--- config.mk ---
export PLATFORM = sky130hd
export DESIGN_NAME = cache_block_gather
export DESIGN_NICKNAME = d
export VERILOG_FILES = /design/src/hdl/cache_geom_pkg.sv /design/src/hdl/cache_block_gather.sv
export SDC_FILE = /design/constraint.sdc
export NUM_CORES = 1
export LEC_CHECK = 0
export BUFFER_PORTS_ARGS = -buffer_cell sky130_fd_sc_hd__buf_2
export CAP_MARGIN = 0
export CORE_AREA = 3 3 213 215
export DETAILED_ROUTE_END_ITERATION = 6
export DIE_AREA = 0 0 216 218
export GPL_TIMING_DRIVEN = 0
export MAX_ROUTING_LAYER = met4
export PLACE_DENSITY = 0.3
export SYNTH_ARGS = -nofsm -noshare
export SYNTH_HDL_FRONTEND = slang
export SYNTH_SLANG_ARGS = --single-unit
--- constraint.sdc ---
create_clock -name vclk -period 1.2
set_clock_uncertainty 0.05 [all_clocks]
set_input_delay 0.12 -clock vclk [all_inputs]
set_output_delay 0.12 -clock vclk [all_outputs]
set_load 0.03 [all_outputs]
--- src/hdl/cache_geom_pkg.sv ---
package cache_geom_pkg;

    ////////////////////
    // geometry
    ////////////////////

    // word select bits inside a block
    localparam int offset_width = 3;
    // words per block
    localparam int block_words = 1 << offset_width;

    // line address bits
    localparam int index_width = 4;
    // number of lines
    localparam int cache_depth = 1 << index_width;

    // tag takes what is left of a 30-bit word address
    localparam int tag_width = 30 - offset_width - index_width;

    // data word
    localparam int data_width = 32;
    localparam int bytes_per_word = data_width / 8;

    ////////////////////
    // width types
    ////////////////////

    // stored or requested tag
    typedef logic [tag_width-1:0] tag_t;

    // line address
    typedef logic [index_width-1:0] index_t;

    // word position in a block
    typedef logic [offset_width-1:0] word_sel_t;

    // one data word
    typedef logic [data_width-1:0] word_t;

    // byte write enables, bit b covers data bits 8b+7..8b
    typedef logic [bytes_per_word-1:0] byte_en_t;

    // full block, word 0 sits in the low bits
    typedef logic [block_words*data_width-1:0] block_t;

endpackage

--- src/hdl/cache_block_gather.sv ---
module cache_block_gather (
    input  cache_geom_pkg::word_t     words [cache_geom_pkg::block_words],
    input  cache_geom_pkg::word_sel_t word_sel,
    output cache_geom_pkg::word_t     word,
    output cache_geom_pkg::block_t    wb_block
);

    // pack banks into the write-back block
    // word 0 goes to the low bits
    always_comb begin
        for (int k = 0; k < cache_geom_pkg::block_words; k++) begin
            wb_block[k*cache_geom_pkg::data_width +: cache_geom_pkg::data_width] = words[k];
        end
    end

    ////////////////////
    // word select
    ////////////////////

    // plain mux on the word position
    always_comb begin
        case (word_sel)
            3'd0:    word = words[0];
            3'd1:    word = words[1];
            3'd2:    word = words[2];
            3'd3:    word = words[3];
            3'd4:    word = words[4];
            3'd5:    word = words[5];
            3'd6:    word = words[6];
            default: word = words[7];
        endcase
    end

endmodule

==> key figures <==
STA
  – Max-slew violations: 0
  – Setup Viol. Count Final: 32
  – Setup Total Neg Slack: -9984 ps
  – Max Fclk: between 0.6 and 0.7 GHz
  – Final WS setup: -409.8 ps
  – Unrepaired setup endpoints after global routing: true
  – Hold Vio Cnt, Final: 0
  – Worst slew pin tran: 595.6 ps
  – Slew HR: 0.6029
  – Final worst path period share: 1.341
  – Min Tclk post-route: around 1600 ps
  – Hold Slack: 543.9 ps

Outcome
  – Status: finished with violations
  – Failing checks: negative setup slack

Min path
  – Hold Path Stages: 3
  – Worst hold start: words[101]
  – Hold Path Class: input port to output port

Run
  – Max-cap viol count: 0

GRT
  – GRT overflow: 0
  – Vias in the first global route: around 6200
  – First-pass GRT wire length: approximately 45 mm
  – Initial antenna violation count: 1
  – GRT Util Overall: 0.1323
  – Pin count of the biggest net entering global routing: 12

Power
  – Tot Pwr: 0.004876 W
  – Pleak: approximately 4.6 nW
  – P per Cell Area: between 500 and 600 mW/mm^2
  – Peak VDD IR: 0.1761 mV

Placement
  – Port Buffers: about 550
  – DP Area: 0.007659 mm^2
  – Hpwl dp: 27.82 mm
  – Routability cong.: around 0.84

Cells and area
  – Reg area: 0 um^2
  – Clock buffers: 0
  – Seq cells: 0
  – Final Cell Area: approximately 0.009 mm^2
  – Fill count: around 5000
  – Commonest cells after routing, fill and taps aside: 513 x buf_2, 278 x buf_4, 42 x buf_6, 39 x nand2_1, 26 x a21oi_1
  – Final #Nets: about 1400
  – Layout cell share with drive strength beyond 1: 0.8918
  – P&R area growth vs syn: 138.0%
  – Most common library cell in the layout ignoring fill and taps: buf_2

Synthesis
  – Syn Area/Cell: between 7 and 8 um^2
  – Mapped Area: ~0.0039 mm^2
  – Total of warnings raised by yosys: 0
  – Seq/Total Area, Yosys: 0
  – Cell variety after synth: 32
  – Syn Inst Count: 550
  – Synth Net Count: 809

Floorplanning
  – Core area: about 0.044 mm^2
  – Die Y-Extent: between 200 and 250 um
  – Die X: roughly 220 um
  – Row count: 77
  – Die ar.: ~0.047 mm^2
  – Num ports: 547
  – Initial core utilization: 0.08783

Route
  – DRC violations left: 0
  – Initial DRC count: between 150 and 200
  – Wirelength, routed: approximately 34 mm
  – Vias per Instance: approximately 3.5
  – Post-detailed-route count of antenna-violating nets: 0
  – 1st-pass router iterations: 4
  – Routed via count: 6076
  – Wirelength per Cell: 19.62 um

Clock tree
  – Cts hold-fix bufs: 0

Critical path
  – Crit path capture type: output port
  – Most used cell, CP: buf_12
  – CP Class: input port to output port
  – CP max stage delay: between 300 and 400 ps
  – Crit path max fanout: 7
  – Worst Path Required: approximately 1000 ps
  – Crit path cell chain: buf_12 > nor2b_4 > buf_12 > buf_12 > a221oi_4 > a21oi_1 > o22a_2 > buf_6
  – CP arrival: about 1400 ps
  – Critical path's slowest cell: a221oi_4
  – Startpoint Class: input port
  – CP startpoint: word_sel[0]
==> timing repair <==
action	in CTS	in global routing
setup buffers	20	8
cloned	5	4
gates resized for setup	195	65
endpoints found under the setup margin	32	32
pin swaps	34	37
==> where the power goes <==
group	total, W	switching (W)	internal (W)
Clock	0.000000000223	0	0.000000000223
Combinational	0.00488	0.00275	0.00213
Sequential	0	0	0
Total	0.00488	0.00275	0.00213
==> Yosys cell counts, types with 3 or more instances <==
library cell | n | area (um^2)
mux2i_1 | 7 | 70.07
nand2_1 | 42 | 157.7
o21ai_1 | 3 | 15.01
buf_2 | 23 | 115.1
o21ai_0 | 11 | 55.05
a22oi_1 | 25 | 187.7
nor2b_1 | 3 | 18.77
nor2_1 | 9 | 33.78
a221oi_1 | 48 | 420.4
nand3b_1 | 5 | 37.54
o22a_1 | 25 | 219.0
clkbuf_1 | 7 | 26.28
buf_4 | 258 | 1937
a41oi_1 | 5 | 43.79
mux2_2 | 6 | 67.56
a21oi_1 | 52 | 260.3
buf_6 | 6 | 67.56
==> metal layers <==
layer,global-route usage,share of wire,vias to the layer above
li1,-,-,2897
met1,0.1622,0.42,2876
met2,0.2477,0.52,293
met3,0.01240,0.053,10
met4,0.005472,0.0057,0
met5,-,0,-
==> area by class of cell <==
cell class | instances | area [um^2] | area share
timing repair buffer | 580 | 3442 | 0.3747
tap | 592 | 740.7 | 0.08064
antenna | 2 | 5.005 | 0.0005449
multi-input combinational | 253 | 2547 | 0.2773
inverter | 2 | 7.507 | 0.0008173
buffer | 293 | 2442 | 0.2659
==> path summary, 6_finish.rpt <==
path                       endpoint  slack (ps)
worst max-delay path        word[7]        -410
worst min-delay path  wb_block[133]         540
==> cell families (layout without fill, tap and decap cells) <==
logic type,count (synthesis),count (layout),share of synthesized area
AOI/OAI and AO/OA,172,172,0.3187
and+or+nand+nor,66,66,0.07685
other,0,2,0
muxes,15,15,0.04539
buffers and inverters,297,875,0.5590
==> through the flow <==
step / cells / worst slack (ps) / utilization
global placement: 1688 / -1190 / 0.1743
floorplan: 550 / -151.6 / -
global route: 1721 / -438.5 / 0.2090
detailed placement: 1688 / -1288 / 0.1743
CTS: 1712 / -416.5 / 0.1982
finish: 1722 / -409.8 / 0.2091
==> worst max-delay path, delay by kind of cell <==
kind / cells / cell delay (ps)
compound gates: 3 / 610
simple gates: 1 / 130
buf+inv: 4 / 560
No activity file was read; power rests on OpenSTA's default activity.
