==> config.mk <==
export PLATFORM = sky130hd
export DESIGN_NAME = cache_word_steer
export DESIGN_NICKNAME = d
export VERILOG_FILES = /design/src/hdl/cache_geom_pkg.sv /design/src/hdl/cache_access_pkg.sv /design/src/hdl/cache_word_steer.sv
export SDC_FILE = /design/constraint.sdc
export NUM_CORES = 1
export LEC_CHECK = 0
export ABC_AREA = 1
export BUFFER_PORTS_ARGS = -buffer_cell sky130_fd_sc_hd__clkbuf_2
export CAP_MARGIN = 20
export CORE_AREA = 5 5 240 242
export DETAILED_ROUTE_END_ITERATION = 8
export DIE_AREA = 0 0 245 247
export SYNTH_ARGS = -nofsm -noshare
export SYNTH_HDL_FRONTEND = slang
export SYNTH_SLANG_ARGS = --single-unit
export TNS_END_PERCENT = 50
==> constraint.sdc <==
create_clock -name vclk -period 1.75
set_input_delay 0 -clock vclk [all_inputs]
set_output_delay 0 -clock vclk [all_outputs]
set_load 0.05 [all_outputs]
==> src/hdl/cache_geom_pkg.sv <==
package cache_geom_pkg;

    ////////////////////
    // geometry
    ////////////////////

    // word select bits inside a block
    localparam int offset_width = 3;
    // words per block
    localparam int block_words = 1 << offset_width;

    // line address bits
    localparam int index_width = 4;
    // number of lines
    localparam int cache_depth = 1 << index_width;

    // tag takes what is left of a 30-bit word address
    localparam int tag_width = 30 - offset_width - index_width;

    // data word
    localparam int data_width = 32;
    localparam int bytes_per_word = data_width / 8;

    ////////////////////
    // width types
    ////////////////////

    // stored or requested tag
    typedef logic [tag_width-1:0] tag_t;

    // line address
    typedef logic [index_width-1:0] index_t;

    // word position in a block
    typedef logic [offset_width-1:0] word_sel_t;

    // one data word
    typedef logic [data_width-1:0] word_t;

    // byte write enables, bit b covers data bits 8b+7..8b
    typedef logic [bytes_per_word-1:0] byte_en_t;

    // full block, word 0 sits in the low bits
    typedef logic [block_words*data_width-1:0] block_t;

endpackage

==> src/hdl/cache_access_pkg.sv <==
package cache_access_pkg;

    // one access to the array
    // cmp=1 read or store, cmp=0 fill
    typedef struct packed {
        logic                      enable;
        logic                      cmp;
        logic                      write;
        // only a store looks at these
        cache_geom_pkg::byte_en_t  byte_en;
        // valid bit written by a fill
        logic                      valid_in;
        cache_geom_pkg::tag_t      tag;
        cache_geom_pkg::index_t    index;
        cache_geom_pkg::word_sel_t word_sel;
        // store word
        cache_geom_pkg::word_t     data;
        // fill block
        cache_geom_pkg::block_t    block;
    } cache_req_t;

    // lookup result, combinational on the request
    typedef struct packed {
        logic                   hit;
        logic                   dirty;
        logic                   valid;
        cache_geom_pkg::tag_t   tag;
        cache_geom_pkg::word_t  word;
        // whole stored block for write-back
        cache_geom_pkg::block_t wb_block;
    } cache_rsp_t;

    // write bundle for one word bank
    typedef struct packed {
        logic                     wen;
        cache_geom_pkg::byte_en_t byte_en;
        cache_geom_pkg::word_t    data;
    } steer_t;

endpackage

==> src/hdl/cache_word_steer.sv <==
module cache_word_steer (
    input  cache_access_pkg::cache_req_t req,
    input  logic                         hit,
    output cache_access_pkg::steer_t     steer [cache_geom_pkg::block_words]
);

    logic store;
    logic fill;
    // per-bank write enables
    logic [cache_geom_pkg::block_words-1:0] wen_vec;

    // decode the access kind
    assign store = req.enable & req.write & req.cmp;
    assign fill  = req.enable & req.write & ~req.cmp;

    ////////////////////
    // per-bank bundles
    ////////////////////

    always_comb begin
        for (int k = 0; k < cache_geom_pkg::block_words; k++) begin
            // store hits one bank, fill hits all of them
            wen_vec[k] = (store & hit & (req.word_sel == cache_geom_pkg::word_sel_t'(k))) | fill;

            steer[k].wen = wen_vec[k];

            // store keeps its own byte mask
            // fill always writes whole words
            if (req.cmp) begin
                steer[k].byte_en = req.byte_en;
                steer[k].data    = req.data;
            end else begin
                steer[k].byte_en = '1;
                steer[k].data    = req.block[k*cache_geom_pkg::data_width +:
                                             cache_geom_pkg::data_width];
            end
        end
    end

endmodule

==> flow_summary.toml <==
[routing]
wl_mm = 27.7
via_count = 6073
wl_per_cell_um = 14.5
via_per_inst = 3.19
route.detailed.drc = 0
ant_nets = 0
dr.pass1.iters = 4
initialDrtViolationCount = 181

[setup_path]
cp_slowest_cell = "clkbuf_2"
crit_type = "in2out"
start_kind = "primary input"
worstPathRequired_ns = 1.75
crit_chain = "clkbuf_2, buf_4, buf_4, nand2_1, nand2_1, clkbuf_2"
crit_path_max_fanout = 9
critical_path_arrival_ns = 1.52
max_stage_delay_ns = 0.33
cp-end-kind = "output pin"

[hold_path]
holdPathStages = 4
hold_class = "in2out"

[cells_and_area]
drive_gt1_share_pct = 51.8
n_clock_buffer = 0
diodes = 0
nets = 1526
design_area_um2 = 8530
seq_cells = 0
regArea_um2 = 0
final_util_pct = 15.6
layout.cells.non_filler = 1901
nFillCells = 6302
area_growth_pct = 215

[place]
dp_hpwl_mm = 25.3
dpl.cell_count = 1901
io_buffers = 595
placed_area_um2 = 8530
place_congestion = 0.927
place_ws_ns = 0.195

[timing]
slew_viol_final = 0
fin_setup_tns_ns = 0
min_period_over_period_pct = 86.6
hold_ws_ns = 0.350
hold_viol = 0
grt_setup_unrepaired = "false"
setup_viol_count_final = 0
period_minus_slack_ns = 1.52
maxSlewHeadroom_pct = 51.3
fmax_mhz = 660
setup_slack_ns = 0.235
worstMarginPinSlew_ns = 0.729

[global_route]
grt_use_total_pct = 8.13
grt_max_degree = 57
grt_pass1_vias = 6056
grt_first_pass_wirelength_mm = 37.3
antenna_found_initial = 3
gr-total-overflow = 0

[die]
core_area_um2 = 54900
fp.dieW_um = 245
die_area_um2 = 60500
io_pins = 623
rows = 86
die_h_um = 247
start_util_pct = 4.93

[synthesis]
synthDistinctLibCells = 11
avgSynthCellArea_um2 = 4.20
ys_warn_count = 0
synth_fp_nets = 971
ys_seq_area_share_pct = 0
synth_area_um2 = 2710
yosysTopAreaCellShare_pct = 78.5
synth.most_common_cell = "nand2_1"
yosys-top-cells-area = "nand2_1 78%, buf_4 11%, buf_6 5.4%, buf_2 1.1%, nor2_1 1.1%"
syn_inst = 644
synthTopCellsByCount = "566 x nand2_1, 40 x buf_4, 13 x buf_6, 8 x nor2_1, 6 x buf_2"
synth_area_leader_cell = "nand2_1"

[outcome]
status = "finished, final reports clean"

[power]
pwr-share-seq_pct = 0
ir_drop_mv = 0.234
cellPowerDensity_nw_per_um2 = 513
pwr-share-comb_pct = 100.0
power.total_mw = 4.38
p_int_mw = 1.55
pwr-share-clk_pct = 0
p_sw_share_pct = 64.7
power_switching_mw = 2.83
p_leak_nw = 5.25

[job]
drv_cap = 0

[clock_tree]
cts_hold_buf = 0
postCtsSetupRepairBufs = 0
cts_resized = 0
worst paths after layout:
| check | startpoint | to | slack [ns] |
|---|---|---|---|
| worst max-delay path | req[324] | steer[212] | 0.23 |
| worst min-delay path | req[248] | steer[24] | 0.35 |
cells by family after synthesis:
| family | Yosys count | share of synthesized area [%] |
|---|---|---|
| AND/OR/NAND/NOR | 580 | 81.1 |
| buffers and inverters | 64 | 18.9 |
final cells by class:
cell class / instances / area [um^2] / area share, %
Inverter: 4 / 22.5 / 0.264
Multi-Input combinational cell: 580 / 2200 / 25.7
Tap cell: 704 / 881 / 10.3
Timing Repair Buffer: 613 / 5440 / 63.7
cell usage in the layout, fill, tap and decap left out:
master / netlist / routed
buf_12: 0 / 155
buf_4: 40 / 16
clkbuf_2: 0 / 442
inv_1: 3 / 3
inv_8: 0 / 1
nand2_1: 566 / 566
nand3_2: 1 / 1
nor2_1: 8 / 8
nor2_2: 1 / 1
or2_2: 4 / 4
critical path, delay by kind of cell:
kind | cells | cell delay [ns]
buffers and inverters | 4 | 1.09
AND/OR/NAND/NOR | 2 | 0.41
metal layers:
layer | routed length [um] | global-route usage [%]
met5 | 37 | 0
met1 | 9870 | 8.52
met2 | 14200 | 15.7
met3 | 2520 | 2.11
met4 | 1030 | 2.69
power groups by stage:
stage | Clock (mW) | Combinational (mW) | Sequential, mW
floorplan | 0 | 2.42 | 0
global placement | 0 | 4.42 | 0
detailed placement | 0 | 4.42 | 0
CTS | 0 | 4.43 | 0
global route | 0 | 4.57 | 0
finish | 0 | 4.38 | 0
Power figures use the tool's default switching activity.
