--- src/hdl/cache_geom_pkg.sv ---
package cache_geom_pkg;

    ////////////////////
    // geometry
    ////////////////////

    // word select bits inside a block
    localparam int offset_width = 3;
    // words per block
    localparam int block_words = 1 << offset_width;

    // line address bits
    localparam int index_width = 4;
    // number of lines
    localparam int cache_depth = 1 << index_width;

    // tag takes what is left of a 30-bit word address
    localparam int tag_width = 30 - offset_width - index_width;

    // data word
    localparam int data_width = 32;
    localparam int bytes_per_word = data_width / 8;

    ////////////////////
    // width types
    ////////////////////

    // stored or requested tag
    typedef logic [tag_width-1:0] tag_t;

    // line address
    typedef logic [index_width-1:0] index_t;

    // word position in a block
    typedef logic [offset_width-1:0] word_sel_t;

    // one data word
    typedef logic [data_width-1:0] word_t;

    // byte write enables, bit b covers data bits 8b+7..8b
    typedef logic [bytes_per_word-1:0] byte_en_t;

    // full block, word 0 sits in the low bits
    typedef logic [block_words*data_width-1:0] block_t;

endpackage

--- src/hdl/cache_access_pkg.sv ---
package cache_access_pkg;

    // one access to the array
    // cmp=1 read or store, cmp=0 fill
    typedef struct packed {
        logic                      enable;
        logic                      cmp;
        logic                      write;
        // only a store looks at these
        cache_geom_pkg::byte_en_t  byte_en;
        // valid bit written by a fill
        logic                      valid_in;
        cache_geom_pkg::tag_t      tag;
        cache_geom_pkg::index_t    index;
        cache_geom_pkg::word_sel_t word_sel;
        // store word
        cache_geom_pkg::word_t     data;
        // fill block
        cache_geom_pkg::block_t    block;
    } cache_req_t;

    // lookup result, combinational on the request
    typedef struct packed {
        logic                   hit;
        logic                   dirty;
        logic                   valid;
        cache_geom_pkg::tag_t   tag;
        cache_geom_pkg::word_t  word;
        // whole stored block for write-back
        cache_geom_pkg::block_t wb_block;
    } cache_rsp_t;

    // write bundle for one word bank
    typedef struct packed {
        logic                     wen;
        cache_geom_pkg::byte_en_t byte_en;
        cache_geom_pkg::word_t    data;
    } steer_t;

endpackage

--- src/hdl/cache_word_bank.sv ---
module cache_word_bank (
    input  logic                     clk,
    input  cache_access_pkg::steer_t steer,
    input  cache_geom_pkg::index_t   index,
    output cache_geom_pkg::word_t    word
);

    ////////////////////
    // storage
    ////////////////////

    // one word per line, this column only
    cache_geom_pkg::word_t mem [cache_geom_pkg::cache_depth];

    // read is combinational at the current index
    assign word = mem[index];

    ////////////////////
    // byte write
    ////////////////////

    always_ff @(posedge clk) begin
        if (steer.wen) begin
            for (int b = 0; b < cache_geom_pkg::bytes_per_word; b++) begin
                // untouched bytes keep their old value
                if (steer.byte_en[b]) begin
                    mem[index][8*b +: 8] <= steer.data[8*b +: 8];
                end
            end
        end
    end

endmodule

--- config.mk ---
export PLATFORM = sky130hd
export DESIGN_NAME = cache_word_bank
export DESIGN_NICKNAME = d
export VERILOG_FILES = /design/src/hdl/cache_geom_pkg.sv /design/src/hdl/cache_access_pkg.sv /design/src/hdl/cache_word_bank.sv
export SDC_FILE = /design/constraint.sdc
export NUM_CORES = 1
export LEC_CHECK = 0
export BUFFER_PORTS_ARGS = -buffer_cell sky130_fd_sc_hd__buf_2
export CAP_MARGIN = 10
export CORE_MARGIN = 3
export CORE_UTILIZATION = 35
export CTS_BUF_LIST = sky130_fd_sc_hd__clkbuf_8
export CTS_CLUSTER_DIAMETER = 50
export DETAILED_ROUTE_END_ITERATION = 12
export GPL_TIMING_DRIVEN = 0
export PLACE_DENSITY = 0.49
export SETUP_SLACK_MARGIN = 0.2
export SYNTH_ARGS = -nofsm -noshare
export SYNTH_HDL_FRONTEND = slang
export SYNTH_SLANG_ARGS = --single-unit
export TNS_END_PERCENT = 20
--- constraint.sdc ---
create_clock -name clk -period 2.5 [get_ports clk]
set_input_delay 0 -clock clk [delete_from_list [all_inputs] [get_ports clk]]
set_output_delay 0 -clock clk [all_outputs]
set_load 0.005 [all_outputs]
==> results.yml <==
outcome:
  status: "complete, no violations"
synth:
  synth_area_um2: 19490
  synth.ff_latch_count: 512
  synth_top_area_share_pct: 78.89
  ys_top_cells_by_area: "edfxtp_1 (79%), mux4_2 (15%), a22oi_1 (2.5%)"
  ys.flop_type: "edfxtp_1"
  syn_inst: 878
  syn-num-nets: 920
  synth_commonest_cells: "edfxtp_1 (512), mux4_2 (128), a22oi_1 (64), nor2_1 (62), nand2_1 (49)"
  synth.distinct_cells: 14
  yosysWarnings: 0
  yosysMostFrequentCell: "edfxtp_1"
  synth_top_area_cell: "edfxtp_1"
  ys_seq_area_share_pct: 78.89
  async_reset_ff_share_pct: 0
  synth-edff-count: 512
  synth_area_per_cell_um2: 22.20
clock_tree:
  cts-root-buf: "clkbuf_8"
  cts.sinks: 512
  cts_max_path_buffers: 3
  htreeDepth: 3
  cts_tree: "built"
  cts_buffers: 85
  cts.clk_slew.worst_paths_ns: 0.05
drt:
  via_count: 9491
  first_pass_iters: 7
  wire_per_inst_um: 25.58
  routed_wl_um: 48220
  via_per_inst: 5.035
  drtAntennaViolNets: 0
  drc: 0
  drt_iter0_drc: 765
die:
  dieArea_um2: 58550
  die_w_um: 242.0
  die_h_um: 242.0
  core_um2: 54450
  start_util_pct: 35.79
  io_pins: 74
  placementRows: 85
global_routing:
  grt_first_pass_wirelength_um: 69810
  antenna_found_initial: 3
  grt_max_degree: 17
  grt_usage_pct: 16.59
  overflow: 0
  grt_pass1_vias: 10090
critical_path:
  cp_data_arrival_time_ns: 2.60
  path_class: "in2reg"
  startpoint_type: "primary input"
  required_ns: 2.76
  end_kind: "flop"
  cp_max_fo: 10
  crit_start: "index[2]"
placement:
  port_buffers: 69
  place_ws_ns: -0.6634
  dp.cells: 1693
  hpwl_um: 30250
  placed_cell_area_um2: 20850
  place_congestion: 0.7580
timing:
  rsz0062_at_grt: "yes"
  drv_slew: 0
  hold_viol_final: 0
  period_share_pct: 93.58
  fin_crit_ns: 2.339
  relSlewSlack_pct: 12.96
  fmax_ghz: 0.4275
  timing.hold.ws_ns: 0.1195
  worst_pin_slew_ns: 1.301
  finalSetupViolations: 0
  setup_ws_ns: 0.1606
job:
  max-cap-violations: 0
min_path:
  hp-class: "in2reg"
  hold_path_startpoint: "steer[32]"
  hold_depth: 3
  whs_endpoint: "mem[5][0]"
cells_and_area:
  drive_above_1_share_pct: 29.81
  top_register: "mem"
  largestRegisters: "mem (512)"
  nets: 1124
  final_area_um2: 22780
  largest_register_ffs: 512
  syn2layout_area_growth_pct: 16.88
  finalNonFillerCells: 1885
  fill_cells: 4935
power:
  power_density_nw_per_um2: 752.2
  leakagePower_uw: 0.007318
  irDropWorstVdd_mv: 0.2710
-- kinds of logic after synthesis --
family,count (synthesis),synth area share (%)
AOI/OAI and AO/OA,64,2.465
buffers and inverters,51,1.348
DFF,512,78.89
muxes,128,14.79
and+or+nand+nor,123,2.504
-- cell type report --
type                    count  area, um2  area share [%]
clock inverters            60      275.3           1.208
flip-flops and latches    512      15370           67.50
diodes                      2      5.005         0.02197
clock buffers              89       1225           5.378
well taps                 739      924.6           4.059
repair buffers            117      822.0           3.609
plain buffers              51      262.8           1.154
multi-input cells         315       3889           17.07
-- per-layer routing --
layer	global-route usage (%)	up-vias	wire (um)
li1	-	4106	-
met1	22.63	4988	21280
met2	25.95	333	22660
met3	4.516	62	3235
met4	5.446	2	1020
met5	0	-	15
-- power by group --
| part | switching, uW | total [uW] | internal [uW] |
|---|---|---|---|
| Combinational | 577 | 960 | 383 |
| Clock | 3220 | 6600 | 3380 |
| Sequential | 19.8 | 9570 | 9550 |
| Total | 3810 | 17100 | 13300 |
-- critical path, cell delays in order --
cell	delay [ns]
buf_2	0.14
nor2_1	0.72
clkbuf_1	0.55
nand2_1	0.33
nor2_1	0.84
-- worst max-delay path by stage --
stage | endpoint
after floorplan | mem[3][0]
after global placement | mem[3][8]
after detailed placement | mem[2][9]
after CTS | mem[1][5]
after global routing | mem[2][7]
final | mem[2][5]
-- cells in the final DEF, fill, tap and decap left out, drive strengths merged --
cell,instances
buf,106
inv,30
a22oi,64
mux4,128
clkinvlp,1
nand3,3
nand2,49
nor2b,4
diode,2
nor4,4
nor2,62
clkbuf,112
dlygate4sd3,39
bufinv,1
clkinv,28
edfxtp,512
and2,1
-- repair_timing --
action	CTS	global route
endpoints found under the setup margin	48	87
gates resized for setup	2	3
endpoints found under the hold margin	544	0
buffers inserted	0	0
hold buffers	39	0
-- stage by stage --
step                      setup TNS, ns  total power (uW)  utilization, %
after floorplan                       0             10240               -
after global placement          -114.70             10660           38.12
after detailed placement         -96.18             10680           38.29
after CTS                             0             17370           41.77
after global routing                  0             17830           41.83
final                                 0             17130           41.83
No activity file was read; power rests on OpenSTA's default activity.
