<file path="config.mk">
export PLATFORM = sky130hd
export DESIGN_NAME = cache_tag_store
export DESIGN_NICKNAME = d
export VERILOG_FILES = /design/src/hdl/cache_geom_pkg.sv /design/src/hdl/cache_access_pkg.sv /design/src/hdl/cache_tag_store.sv
export SDC_FILE = /design/constraint.sdc
export NUM_CORES = 1
export LEC_CHECK = 0
export BUFFER_PORTS_ARGS = -buffer_cell sky130_fd_sc_hd__buf_2
export CAP_MARGIN = 10
export CORE_AREA = 8 8 195 197
export DETAILED_ROUTE_END_ITERATION = 8
export DIE_AREA = 0 0 203 205
export GPL_ROUTABILITY_DRIVEN = 0
export PLACE_DENSITY = 0.78
export SYNTH_ARGS = -nofsm -noshare
export SYNTH_HDL_FRONTEND = slang
export SYNTH_SLANG_ARGS = --single-unit
</file>
<file path="constraint.sdc">
create_clock -name clk -period 3.3 [get_ports clk]
set_input_delay 0.33 -clock clk [delete_from_list [all_inputs] [get_ports clk]]
set_output_delay 0.33 -clock clk [all_outputs]
set_load 0.01 [all_outputs]
</file>
<file path="src/hdl/cache_geom_pkg.sv">
package cache_geom_pkg;

    ////////////////////
    // geometry
    ////////////////////

    // word select bits inside a block
    localparam int offset_width = 3;
    // words per block
    localparam int block_words = 1 << offset_width;

    // line address bits
    localparam int index_width = 4;
    // number of lines
    localparam int cache_depth = 1 << index_width;

    // tag takes what is left of a 30-bit word address
    localparam int tag_width = 30 - offset_width - index_width;

    // data word
    localparam int data_width = 32;
    localparam int bytes_per_word = data_width / 8;

    ////////////////////
    // width types
    ////////////////////

    // stored or requested tag
    typedef logic [tag_width-1:0] tag_t;

    // line address
    typedef logic [index_width-1:0] index_t;

    // word position in a block
    typedef logic [offset_width-1:0] word_sel_t;

    // one data word
    typedef logic [data_width-1:0] word_t;

    // byte write enables, bit b covers data bits 8b+7..8b
    typedef logic [bytes_per_word-1:0] byte_en_t;

    // full block, word 0 sits in the low bits
    typedef logic [block_words*data_width-1:0] block_t;

endpackage

</file>
<file path="src/hdl/cache_access_pkg.sv">
package cache_access_pkg;

    // one access to the array
    // cmp=1 read or store, cmp=0 fill
    typedef struct packed {
        logic                      enable;
        logic                      cmp;
        logic                      write;
        // only a store looks at these
        cache_geom_pkg::byte_en_t  byte_en;
        // valid bit written by a fill
        logic                      valid_in;
        cache_geom_pkg::tag_t      tag;
        cache_geom_pkg::index_t    index;
        cache_geom_pkg::word_sel_t word_sel;
        // store word
        cache_geom_pkg::word_t     data;
        // fill block
        cache_geom_pkg::block_t    block;
    } cache_req_t;

    // lookup result, combinational on the request
    typedef struct packed {
        logic                   hit;
        logic                   dirty;
        logic                   valid;
        cache_geom_pkg::tag_t   tag;
        cache_geom_pkg::word_t  word;
        // whole stored block for write-back
        cache_geom_pkg::block_t wb_block;
    } cache_rsp_t;

    // write bundle for one word bank
    typedef struct packed {
        logic                     wen;
        cache_geom_pkg::byte_en_t byte_en;
        cache_geom_pkg::word_t    data;
    } steer_t;

endpackage

</file>
<file path="src/hdl/cache_tag_store.sv">
module cache_tag_store (
    input  logic                       clk,
    input  logic                       reset,
    input  cache_access_pkg::cache_req_t req,
    output logic                       hit,
    output logic                       valid,
    output logic                       dirty,
    output cache_geom_pkg::tag_t       tag
);

    ////////////////////
    // state
    ////////////////////

    // one tag per line
    cache_geom_pkg::tag_t tag_mem [cache_geom_pkg::cache_depth];
    // one bit per line
    logic [cache_geom_pkg::cache_depth-1:0] valid_mem;
    logic [cache_geom_pkg::cache_depth-1:0] dirty_mem;

    logic match;
    logic fill;
    logic store_hit;

    ////////////////////
    // lookup
    ////////////////////

    // stored tag is always visible
    assign tag   = tag_mem[req.index];
    assign match = (tag_mem[req.index] == req.tag);

    assign hit   = req.enable & match;
    assign valid = req.enable & valid_mem[req.index];
    // dirty only shows on a compare miss
    // the controller uses it to decide on write-back
    assign dirty = req.enable & req.cmp & ~match & dirty_mem[req.index];

    // fill ignores the tag compare
    assign fill      = req.enable & req.write & ~req.cmp;
    // store marks the line only when it really lands
    assign store_hit = req.enable & req.write & req.cmp & match;

    ////////////////////
    // update
    ////////////////////

    always_ff @(posedge clk) begin
        if (reset) begin
            for (int i = 0; i < cache_geom_pkg::cache_depth; i++) begin
                tag_mem[i] <= '0;
            end
            valid_mem <= '0;
            dirty_mem <= '0;
        end else begin
            if (fill) begin
                // new block, clean copy of memory
                tag_mem[req.index]   <= req.tag;
                valid_mem[req.index] <= req.valid_in;
                dirty_mem[req.index] <= 1'b0;
            end else if (store_hit) begin
                dirty_mem[req.index] <= 1'b1;
            end
        end
    end

    ////////////////////
    // checks
    ////////////////////

    // a live access names a known kind and line
    ctrl_known: assert property (@(posedge clk) disable iff (reset)
        req.enable |-> !$isunknown({req.write, req.cmp, req.index}));

    // reset leaves no line valid
    valid_cleared: assert property (@(posedge clk) reset |=> (valid_mem == '0));

endmodule

</file>
==> results.md, run 1 <==
- Overall die area: 0.0416 mm2
- Final-stage net count: 1874
- Drt wl/cell: 27.4 um
- Final min period: 3.50 ns
- Count of final hold-check violations: 0
- Primary flip-flop cell chosen by synthesis mapping: sky130_fd_sc_hd__edfxtp_1
- Boundary pin count: 354
- CP arrival: 3.17 ns
- Violated checks: negative setup slack
- Total routed wirelength: approximately 56000 um
- Number of flops mapped to enable cells by yosys: approximately 370
- Final Worst Setup Slack: -0.200 ns
- Number of global-route vias before repair: ~13k
- Unrepaired setup endpoints after global routing: yes
- Max Fanout on Critical Path: 3
- Violation count after the first detailed-routing iteration: 1599
- Root buffer cell: sky130_fd_sc_hd__clkbuf_16
- Upper clock frequency limit: 0.286 GHz
- Internal Power: between 9 and 10 mW
- TritonCTS clock tree: done
- Cell accounting for the most synthesized area: sky130_fd_sc_hd__edfxtp_1
- Net count after synthesis: 1746
- Worst Skew: ~0.014 ns
- DP Cell Count: 1961
- Number of I/O port buffers: 58
- Height of the chip: 205 um
- Flop pwr share: 0.494
- ANT cells: 0
- Standard-cell row count: 69
- Number of distinct library cells after synthesis: a little over 60
- Net switching share of the total power: 0.233
- Nature of the critical path endpoint: primary output
- X dimension of the die: 203 um
- Most numerous cell types in the synthesized netlist: sky130_fd_sc_hd__edfxtp_1, sky130_fd_sc_hd__and2_1, sky130_fd_sc_hd__mux2i_1
- Clock tree buffer depth: 3
- Final count of pins violating max slew: 0
- Area Overhead vs Synth: 16.0%
- Final global-route overflow total: 0
- Worst slew pin tran: approximately 0.65 ns
- Kind of critical path: reg -> out
- Pleak: 8.34 nW
- Clock network fraction of total power: 0.400
- Total routing usage reported by global routing: 0.266
- Critical Path Slowest Stage Cell: sky130_fd_sc_hd__mux4_2
- Clk sink count: 400
- Pin count of the biggest net entering global routing: 27
- Status: finished, violations left
- Power density of the placed cells: 530 mW/mm2
- Vias per cell: 6.37
- Element type at the critical path start: flip-flop
- Number of instances in the synthesized netlist: 1418
- Initial antenna violation count: 3
- Worst min-delay path category: in -> reg
- Reg clk slew, reported paths: 0.06 ns
- Sequence of cells on the critical path: mux4_2, mux4_2, xnor2_2, o2111ai_2, nor4_2, buf_4, nand4_4, and4_1, buf_2
- Final cycle utilization of the critical path: 1.06
- Final setup violation count: 2
- CP dominant cell by count: sky130_fd_sc_hd__mux4_2
- Worst stage delay on the critical path: 0.51 ns
- Initial core utilization: 0.550
- Async set-or-reset flop fraction in the synthesized netlist: 0
- Number of synthesis warnings: 0
- Insertion delay of the later-clocked pin in the worst-skew pair: around 0.54 ns
- Number of max-capacitance violations reported: 0
- Most area-consuming cells after synthesis: sky130_fd_sc_hd__edfxtp_1, sky130_fd_sc_hd__and2_1, sky130_fd_sc_hd__mux4_2
- Power dissipated by switching net loads: 2.75 mW
- ANT nets after route: 0
- DR pass1 iterations: 5
- Most instantiated library cell after synthesis: sky130_fd_sc_hd__edfxtp_1
- Half-perimeter wire length after detailed placement: 35300 um
- H-Tree Depth: 2
- DR DRC count: 0
- Total clock buffers created by CTS: 42
- Power consumption: 11.8 mW
- Synthesized flop and latch total: 400
- Core Box Area: around 0.035 mm2
- Detailed-route via count: ~13k
- Netlist area before placement: 0.0192 mm2
- Gate power share: 0.107
- Max_slew headroom: 0.565
- Area share of the leading cell type in the synthesized netlist: 0.574
- Wire length of the first global-routing pass: 81600 um
- Share of final-layout standard cells stronger than drive strength 1: 0.247
- Sequential area share after synthesis: 0.608
- Fill cell instance count of the final layout: 2478
- Count of non-filler cells in the finished layout: 2039
- Data required time of the worst path: 2.97 ns
- Max VDD drop: 317 uV
- Post-Synthesis Mean Instance Area: 13.6 um2
[metal layers]
metal	global-route usage	wire, um	up-vias
li1	-	-	5454
met1	0.356	21300	6449
met2	0.416	25400	921
met3	0.0595	6890	162
met4	0.110	2310	2
met5	0	13	-
[power groups by stage]
stage	clock (mW)	combinational (mW)	sequential (mW)
floorplan	0	0.704	5.91
global placement	0	1.20	5.92
detailed placement	0	1.22	5.94
CTS	4.76	1.24	5.84
global route	4.96	1.32	5.85
finish	4.73	1.26	5.84
[state kept, by name, summed over array words and instances, names as in the netlist, named ones only]
register	count
tag_mem	368
valid_mem	16
[worst max-delay path, delay by kind of cell (launching register included)]
| family | cells | cell delay [ns] |
|---|---|---|
| multiplexers | 2 | 1.01 |
| AND/OR/NAND/NOR | 3 | 0.63 |
| flip-flops | 1 | 0.38 |
| buffers and inverters | 2 | 0.31 |
| XOR/XNOR | 1 | 0.16 |
| AO/OA/AOI/OAI | 1 | 0.15 |
[cell type report]
class / instances / area [um2] / area share
sequential: 400 / 11700 / 0.524
multi-input combinational: 866 / 6940 / 0.311
timing repair buffer: 216 / 1660 / 0.0744
clock buffer: 53 / 1160 / 0.0522
tap: 461 / 577 / 0.0258
clock inverter: 23 / 213 / 0.00953
inverter: 20 / 75.1 / 0.00336
[kinds of logic after synthesis]
logic type	Yosys count	share of synthesized area
AO/OA/AOI/OAI	140	0.0576
XOR/XNOR	38	0.0173
buffers and inverters	152	0.0369
flip-flops	400	0.608
multiplexers	168	0.125
AND/OR/NAND/NOR	520	0.156
[cell usage in the layout (no fill, tap or decap), drive strengths merged, types with 3 or more instances in the layout]
cell and count:
and4 3, and3 4, nor3 42, clkbuf 53, inv 20, nand3 14
nor4 6, mux2 19, mux4 54, nand4 6, clkinv 17, a21oi 11
mux2i 95, a31oi 15, o22ai 4, edfxtp 368, bufinv 4, dfxtp 32
a221oi 3, xor2 18, a22o 21, o41ai 15, nor2 31, nand2b 5
a211oi 6, nor2b 11, a22oi 33, and2 339, nand2 54, o21ai 12
xnor2 20, buf 216
[path summary, 6_finish.rpt]
kind,start,depth (start not counted),slack [ns],to
worst min register to register,flip-flop,2,0.46,flip-flop
worst max-delay path,tag_mem[9][7],9,-0.20,dirty
worst max register to register,tag_mem[9][7],10,0.35,flip-flop
worst min-delay path,req[323],3,0.07,flip-flop
[timing repair]
| action | in CTS | in global routing |
|---|---|---|
| hold buffers | 0 | 0 |
| pin swaps | 4 | 1 |
| endpoints found under the setup margin | 2 | 2 |
| buffers inserted | 2 | 0 |
| gates resized for setup | 9 | 3 |
[metrics by stage]
stage	setup WS (ns)	hold WS [ns]	instance area, um2	utilization	TNS, ns
after global routing	-0.301	0.0873	22300	0.638	-0.601
after floorplan	0.205	0.414	19200	-	0
after CTS	-0.197	0.0652	22300	0.638	-0.356
after detailed placement	-0.224	0.444	20900	0.597	-1.02
after global placement	-0.194	0.428	20900	0.597	-0.410
final	-0.200	0.0740	22300	0.638	-0.384
No activity file was read; power rests on OpenSTA's default activity.
==> run 2, diff against run 1 <==
--- a/config.mk
+++ b/config.mk
@@ -12,6 +12,7 @@
 export DIE_AREA = 0 0 203 205
 export GPL_ROUTABILITY_DRIVEN = 0
 export PLACE_DENSITY = 0.78
+export SKIP_CTS_REPAIR_TIMING = 1
 export SYNTH_ARGS = -nofsm -noshare
 export SYNTH_HDL_FRONTEND = slang
 export SYNTH_SLANG_ARGS = --single-unit
==> results.md, run 2 (same netlist as run 1, synthesis figures left out) <==
- Status: finished, violations left (unchanged)
- Violated checks: negative setup slack (unchanged)
- Final count of pins violating max slew: 0 (unchanged)
- Half-perimeter wire length after detailed placement: 35300 um (unchanged)
- Height of the chip: 205 um (unchanged)
- Final-stage net count: 1874 (unchanged)
- Insertion delay of the later-clocked pin in the worst-skew pair: 0.53 ns (was 0.54 ns)
- Net switching share of the total power: 0.232 (was 0.233)
- Wire length of the first global-routing pass: 81500 um (was 81600 um)
- DR pass1 iterations: 6 (was 5)
- Post-route cell area: 0.0223 mm2 (about the same)
- Overall die area: 0.0416 mm2 (unchanged)
- Root buffer cell: sky130_fd_sc_hd__clkbuf_16 (unchanged)
- Gate power share: 0.106 (was 0.107)
- X dimension of the die: 203 um (unchanged)
- Max Fanout on Critical Path: 3 (unchanged)
- Number of I/O port buffers: 58 (unchanged)
- Drt wl/cell: 27.3 um (was 27.4 um)
- DR DRC count: 0 (unchanged)
- Pleak: 8.33 nW (was 8.34 nW)
- Total clock buffers created by CTS: 42 (unchanged)
- Unrepaired setup endpoints after global routing: yes (unchanged)
- Final setup violation count: 2 (unchanged)
- Total routing usage reported by global routing: 0.265 (was 0.266)
- Initial core utilization: 0.550 (unchanged)
- Element type at the critical path start: flip-flop (unchanged)
- Met3 Resource Use GR: 0.0585 (was 0.0595)
- Power consumption: 11.8 mW (about the same)
- Met2 GRT Util: 0.415 (was 0.416)
- Vias per cell: 6.35 (was 6.37)
- Boundary pin count: 354 (unchanged)
- Pin count of the biggest net entering global routing: 27 (unchanged)
- DP Cell Count: 1961 (unchanged)
- Final Worst Setup Slack: -0.216 ns (was -0.200 ns)
- Layer carrying the most global-route usage: met2 (unchanged)
- Aggregate negative setup slack: -0.417 ns (was -0.384 ns)
- Number of max-capacitance violations reported: 0 (unchanged)
- Clk sink count: 400 (unchanged)
- Post-place instance area: 0.0209 mm2 (unchanged)
- Max_slew headroom: 0.561 (was 0.565)
- Clock tree buffer depth: 3 (unchanged)
- ANT cells: 0 (unchanged)
- Power dissipated by switching net loads: 2.75 mW (about the same)
- Flip-flop count of the largest register, all copies and words added: 368 (unchanged)
- Number of global-route vias before repair: 13.0k (about the same)
- Data required time of the worst path: 2.97 ns (about the same)
- Worst slew pin tran: 0.659 ns (was 0.653 ns)
- Violation count after the first detailed-routing iteration: 1667 (was 1599)
- H-Tree Depth: 2 (unchanged)
- Power density of the placed cells: 530 mW/mm2 (about the same)
- Standard-cell row count: 69 (unchanged)
- CP arrival: 3.19 ns (was 3.17 ns)
- Final cycle utilization of the critical path: 1.07 (was 1.06)
- Most common cell after layout, fill and taps aside: sky130_fd_sc_hd__edfxtp_1 (unchanged)
- Final min period: 3.52 ns (was 3.50 ns)
- Count of non-filler cells in the finished layout: 2039 (unchanged)
- Initial antenna violation count: 3 (unchanged)
- Commonest cells after routing, fill and taps aside: sky130_fd_sc_hd__edfxtp_1, sky130_fd_sc_hd__and2_1, sky130_fd_sc_hd__buf_4 (unchanged)
- Detailed-route via count: 13.0k (about the same)
- TritonCTS clock tree: done (unchanged)
- Worst Skew: 0.0115 ns (was 0.0144 ns)
- ANT nets after route: 0 (unchanged)
- Count of final hold-check violations: 0 (unchanged)
- Core Box Area: 0.0350 mm2 (unchanged)
- Reg clk slew, reported paths: 0.06 ns (about the same)
- Register with the most flip-flops: tag_mem (unchanged)
- Upper clock frequency limit: 0.284 GHz (was 0.286 GHz)
- Clock network fraction of total power: 0.400 (about the same)
- Worst min-delay path category: in -> reg (unchanged)
- Met1 demand-to-capacity share in global routing: 0.356 (about the same)
- Nature of the critical path endpoint: primary output (unchanged)
- Area Overhead vs Synth: 15.9% (was 16.0%)
- Flop pwr share: 0.494 (about the same)
- Max VDD drop: 318 uV (was 317 uV)
- Share of final-layout standard cells stronger than drive strength 1: 0.246 (was 0.247)
- Total routed wirelength: 55800 um (was 55900 um)
- Final global-route overflow total: 0 (unchanged)
- Leading registers by flop count: tag_mem: 368 flops, valid_mem: 16 flops (unchanged)
- Internal Power: 9.07 mW (was 9.08 mW)
- Kind of critical path: reg -> out (unchanged)
-- run 2: cell count changes in the layout (fill, tap and decap cells not counted) --
cell                      before  now
sky130_fd_sc_hd__xnor2_4       1    0
sky130_fd_sc_hd__xnor2_1      16   17
-- run 2: power by group through the flow --
stage	Clock [mW]	Sequential, mW	Combinational (mW)
2_1_floorplan	0	5.91	0.704
3_3_place_gp	0	5.92	1.20
5_1_grt	4.96	5.85	1.32
3_5_place_dp	0	5.94	1.22
6_report	4.72	5.84	1.26
4_1_cts	4.76	5.84	1.23
-- run 2: worst paths after layout --
| kind | endpoint | slack, ns | start | cells past startpoint |
|---|---|---|---|---|
| max | hit | -0.22 | tag_mem[12][7] | 10 |
| min | flip-flop | 0.07 | req[323] | 3 |
| max reg2reg | flip-flop | 0.33 | tag_mem[12][7] | 10 |
| min reg2reg | flip-flop | 0.46 | flip-flop | 2 |
-- run 2: final cells by class --
cell class	instances	area (um2)
Timing Repair Buffer	216	1660
Tap cell	461	577
Multi-Input combinational cell	866	6920
Fill cell	2485	12700
Sequential cell	400	11700
Inverter	20	75.1
Clock buffer	53	1160
Clock inverter	23	213
-- run 2: critical path: stages, from the launching register on --
cell,delay (ns)
sky130_fd_sc_hd__edfxtp_1,0.39
sky130_fd_sc_hd__mux4_2,0.48
sky130_fd_sc_hd__mux4_2,0.52
sky130_fd_sc_hd__xnor2_2,0.18
sky130_fd_sc_hd__o2111ai_2,0.15
sky130_fd_sc_hd__nor4_2,0.29
sky130_fd_sc_hd__buf_4,0.18
sky130_fd_sc_hd__nand4_4,0.12
sky130_fd_sc_hd__buf_6,0.17
sky130_fd_sc_hd__nor2_4,0.07
sky130_fd_sc_hd__buf_6,0.10
-- run 2: per-layer routing --
layer	part of all wire	wire (um)
met3	0.13	7150
met5	0.00023	13
met1	0.38	21000
met2	0.45	25100
met4	0.045	2510
-- run 2: through the flow --
step | utilization | hold WS (ns) | worst slack (ns)
floorplan | - | 0.414 | 0.205
detailed placement | 0.597 | 0.444 | -0.224
CTS | 0.636 | 0.0652 | -0.353
global route | 0.638 | 0.0873 | -0.332
global placement | 0.597 | 0.428 | -0.194
finish | 0.638 | 0.0718 | -0.216
==> run 3, diff against run 2 <==
--- a/config.mk
+++ b/config.mk
@@ -7,11 +7,11 @@
 export LEC_CHECK = 0
 export BUFFER_PORTS_ARGS = -buffer_cell sky130_fd_sc_hd__buf_2
 export CAP_MARGIN = 10
-export CORE_AREA = 8 8 195 197
+export CORE_AREA = 8 8 187 189
 export DETAILED_ROUTE_END_ITERATION = 8
-export DIE_AREA = 0 0 203 205
+export DIE_AREA = 0 0 195 197
 export GPL_ROUTABILITY_DRIVEN = 0
-export PLACE_DENSITY = 0.78
+export PLACE_DENSITY = 0.85
 export SKIP_CTS_REPAIR_TIMING = 1
 export SYNTH_ARGS = -nofsm -noshare
 export SYNTH_HDL_FRONTEND = slang
==> constraint.sdc (replaced) <==
create_clock -name clk -period 4.2 [get_ports clk]
set_input_delay 0.42 -clock clk [delete_from_list [all_inputs] [get_ports clk]]
set_output_delay 0.42 -clock clk [all_outputs]
set_load 0.01 [all_outputs]
==> results.md, run 3 (same netlist as run 1, synthesis figures left out) <==
- Status: completed (was finished, violations left)
- Leading registers by flop count: tag_mem: 368 flops, valid_mem: 16 flops (unchanged)
- Total routed wirelength: 54700 um (was 55800 um)
- Final min period: 3.90 ns
- Initial core utilization: 0.600 (was 0.550)
- Commonest cells after routing, fill and taps aside: sky130_fd_sc_hd__edfxtp_1, sky130_fd_sc_hd__and2_1, sky130_fd_sc_hd__mux2i_1 (was sky130_fd_sc_hd__edfxtp_1, sky130_fd_sc_hd__and2_1, sky130_fd_sc_hd__buf_4)
- Core Box Area: 0.0320 mm2 (was 0.0350 mm2)
- Sequence of cells on the critical path: buf_6, mux4_2, xor2_1, a22o_1, nor3_1, nand4_1, nor4_2, nand4_2, and4_1, buf_2 (was mux4_2, mux4_2, xnor2_2, o2111ai_2, nor4_2, buf_4, nand4_4, buf_6, nor2_4, buf_6)
- Clock tree buffer depth: 3 (unchanged)
- Nature of the critical path endpoint: primary output (unchanged)
- Aggregate negative setup slack: 0 ns (was -0.417 ns)
- Element type at the critical path start: input port (was flip-flop)
- Kind of cell adding the most delay to the critical path: simple AND/OR/NAND/NOR gates (was multiplexers)
- Vias per cell: 6.67 (was 6.35)
- Height of the chip: 197 um (was 205 um)
- Pleak: 7.93 nW (was 8.33 nW)
- Share of final-layout standard cells stronger than drive strength 1: 0.205 (was 0.246)
- Worst Skew: 0.0230 ns (was 0.0115 ns)
- ANT nets after route: 0 (unchanged)
- Violation count after the first detailed-routing iteration: 1887 (was 1667)
- Max_slew headroom: 0.473 (was 0.561)
- Reg clk slew, reported paths: 0.06 ns (about the same)
- Max VDD drop: 357 uV (was 318 uV)
- Worst hold slack after final layout: 0.166 ns (was 0.0718 ns)
- Multi-input logic area: 0.00688 mm2 (was 0.00692 mm2)
- Post-place instance area: 0.0202 mm2 (was 0.0209 mm2)
- Critical path launch point: req[291] (was tag_mem[12][7])
- Total clock buffers created by CTS: 42 (unchanged)
- Launching point of the worst reg2reg path: tag_mem[12][13] (was tag_mem[12][7])
- Detailed-route via count: 12.8k (was 13.0k)
- Upper clock frequency limit: ~0.26 GHz
- Initial antenna violation count: 2 (was 3)
- Kind of critical path: in -> out (was reg -> out)
- Worst min-delay path category: in -> reg (unchanged)
- Standard-cell row count: 66 (was 69)
- Overall die area: 0.0384 mm2 (was 0.0416 mm2)
- Final setup violation count: 0 (was 2)
- Fill cell instance count of the final layout: 2159 (was 2485)
- H-Tree Depth: 2 (unchanged)
- Number of I/O port buffers: 58 (unchanged)
- Worst slew pin tran: 0.788 ns (was 0.659 ns)
- X dimension of the die: 195 um (was 203 um)
- Flip-flop and latch area: 0.0117 mm2 (unchanged)
- Number of global-route vias before repair: 12.7k (was 13.0k)
- Launch point of the worst hold path: req[323] (unchanged)
- Most common cell after layout, fill and taps aside: sky130_fd_sc_hd__edfxtp_1 (unchanged)
- Final global-route overflow total: 0 (unchanged)
- Final-stage net count: 1803 (was 1874)
- Max Fanout on Critical Path: 38 (was 3)
- Number of max-capacitance violations reported: 0 (unchanged)
- Critical Path Slowest Stage Cell: sky130_fd_sc_hd__mux4_2 (unchanged)
- Total routing usage reported by global routing: 0.281 (was 0.265)
- Count of final hold-check violations: 0 (unchanged)
- Clk sink count: 400 (unchanged)
- Half-perimeter wire length after detailed placement: 33800 um (was 35300 um)
- Data required time of the worst path: 3.78 ns (was 2.97 ns)
- DR DRC count: 0 (unchanged)
- Root buffer cell: sky130_fd_sc_hd__clkbuf_16 (unchanged)
- Area Overhead vs Synth: 12.1% (was 15.9%)
- Final count of pins violating max slew: 0 (unchanged)
- Power density of the placed cells: 424 mW/mm2 (was 530 mW/mm2)
- DR pass1 iterations: 6 (unchanged)
- Worst stage delay on the critical path: 0.60 ns (was 0.52 ns)
- Drt wl/cell: 28.5 um (was 27.3 um)
- Pin count of the biggest net entering global routing: 39 (was 27)
- TritonCTS clock tree: done (unchanged)
- Flip-flop count of the largest register, all copies and words added: 368 (unchanged)
- Post-route cell area: 0.0216 mm2 (was 0.0223 mm2)
- Register with the most flip-flops: tag_mem (unchanged)
- Boundary pin count: 354 (unchanged)
- Final cycle utilization of the critical path: 0.928
- Unrepaired setup endpoints after global routing: no (was yes)
- CP arrival: 3.48 ns (was 3.19 ns)
- Insertion delay of the later-clocked pin in the worst-skew pair: 0.55 ns (was 0.53 ns)
- Worst Path Buf+Inv: 2 (was 3)
- Wire length of the first global-routing pass: 80300 um (was 81500 um)
## run 3: worst reg2reg max path, stage by stage (launching register included)
cell                       delay, ns
sky130_fd_sc_hd__edfxtp_1       0.37
sky130_fd_sc_hd__mux4_2         0.49
sky130_fd_sc_hd__mux2i_2        0.20
sky130_fd_sc_hd__xnor2_1        0.16
sky130_fd_sc_hd__mux2i_1        0.40
sky130_fd_sc_hd__nand4_1        0.20
sky130_fd_sc_hd__nor4_2         0.43
sky130_fd_sc_hd__nand4_2        0.28
sky130_fd_sc_hd__buf_4          0.29
sky130_fd_sc_hd__o41ai_1        0.28
## run 3: cell type report
| type | instances | share of cell area |
|---|---|---|
| Antenna cell | 1 | 0.000116 |
| Clock buffer | 54 | 0.0518 |
| Clock inverter | 22 | 0.0101 |
| Inverter | 20 | 0.00348 |
| Multi-Input combinational cell | 866 | 0.319 |
| Sequential cell | 400 | 0.542 |
| Tap cell | 408 | 0.0237 |
| Timing Repair Buffer | 145 | 0.0501 |
## run 3: per-stage QoR
| step | setup slack (ns) | cells | total power, mW | util |
|---|---|---|---|---|
| after floorplan | 0.925 | 1418 | 5.20 | - |
| after global placement | 0.350 | 1839 | 5.51 | 0.631 |
| after detailed placement | 0.356 | 1839 | 5.55 | 0.631 |
| after CTS | 0.332 | 1915 | 9.14 | 0.673 |
| after global routing | 0.187 | 1915 | 9.36 | 0.673 |
| final | 0.304 | 1916 | 9.15 | 0.673 |
## run 3: worst paths after layout
check,slack (ns),endpoint,cells after the start
setup / recovery,0.30,dirty,10
hold / removal,0.17,flip-flop,3
hold reg to reg,0.46,flip-flop,2
setup reg to reg,0.99,flip-flop,9
## run 3: layer usage
layer  part of all wire  GRT usage  vias up  routed length (um)
li1                   -          -     5319                   -
met1               0.36      0.367     6233               19600
met2               0.45      0.438      994               24800
met3               0.13     0.0732      222                7250
met4              0.055      0.138        4                3010
met5            0.00046          0        -                  25
## run 3: report_power, final
part	internal [mW]	total (mW)	switching (mW)
Sequential	4.53	4.59	0.0572
Combinational	0.328	0.906	0.578
Clock	2.13	3.66	1.53
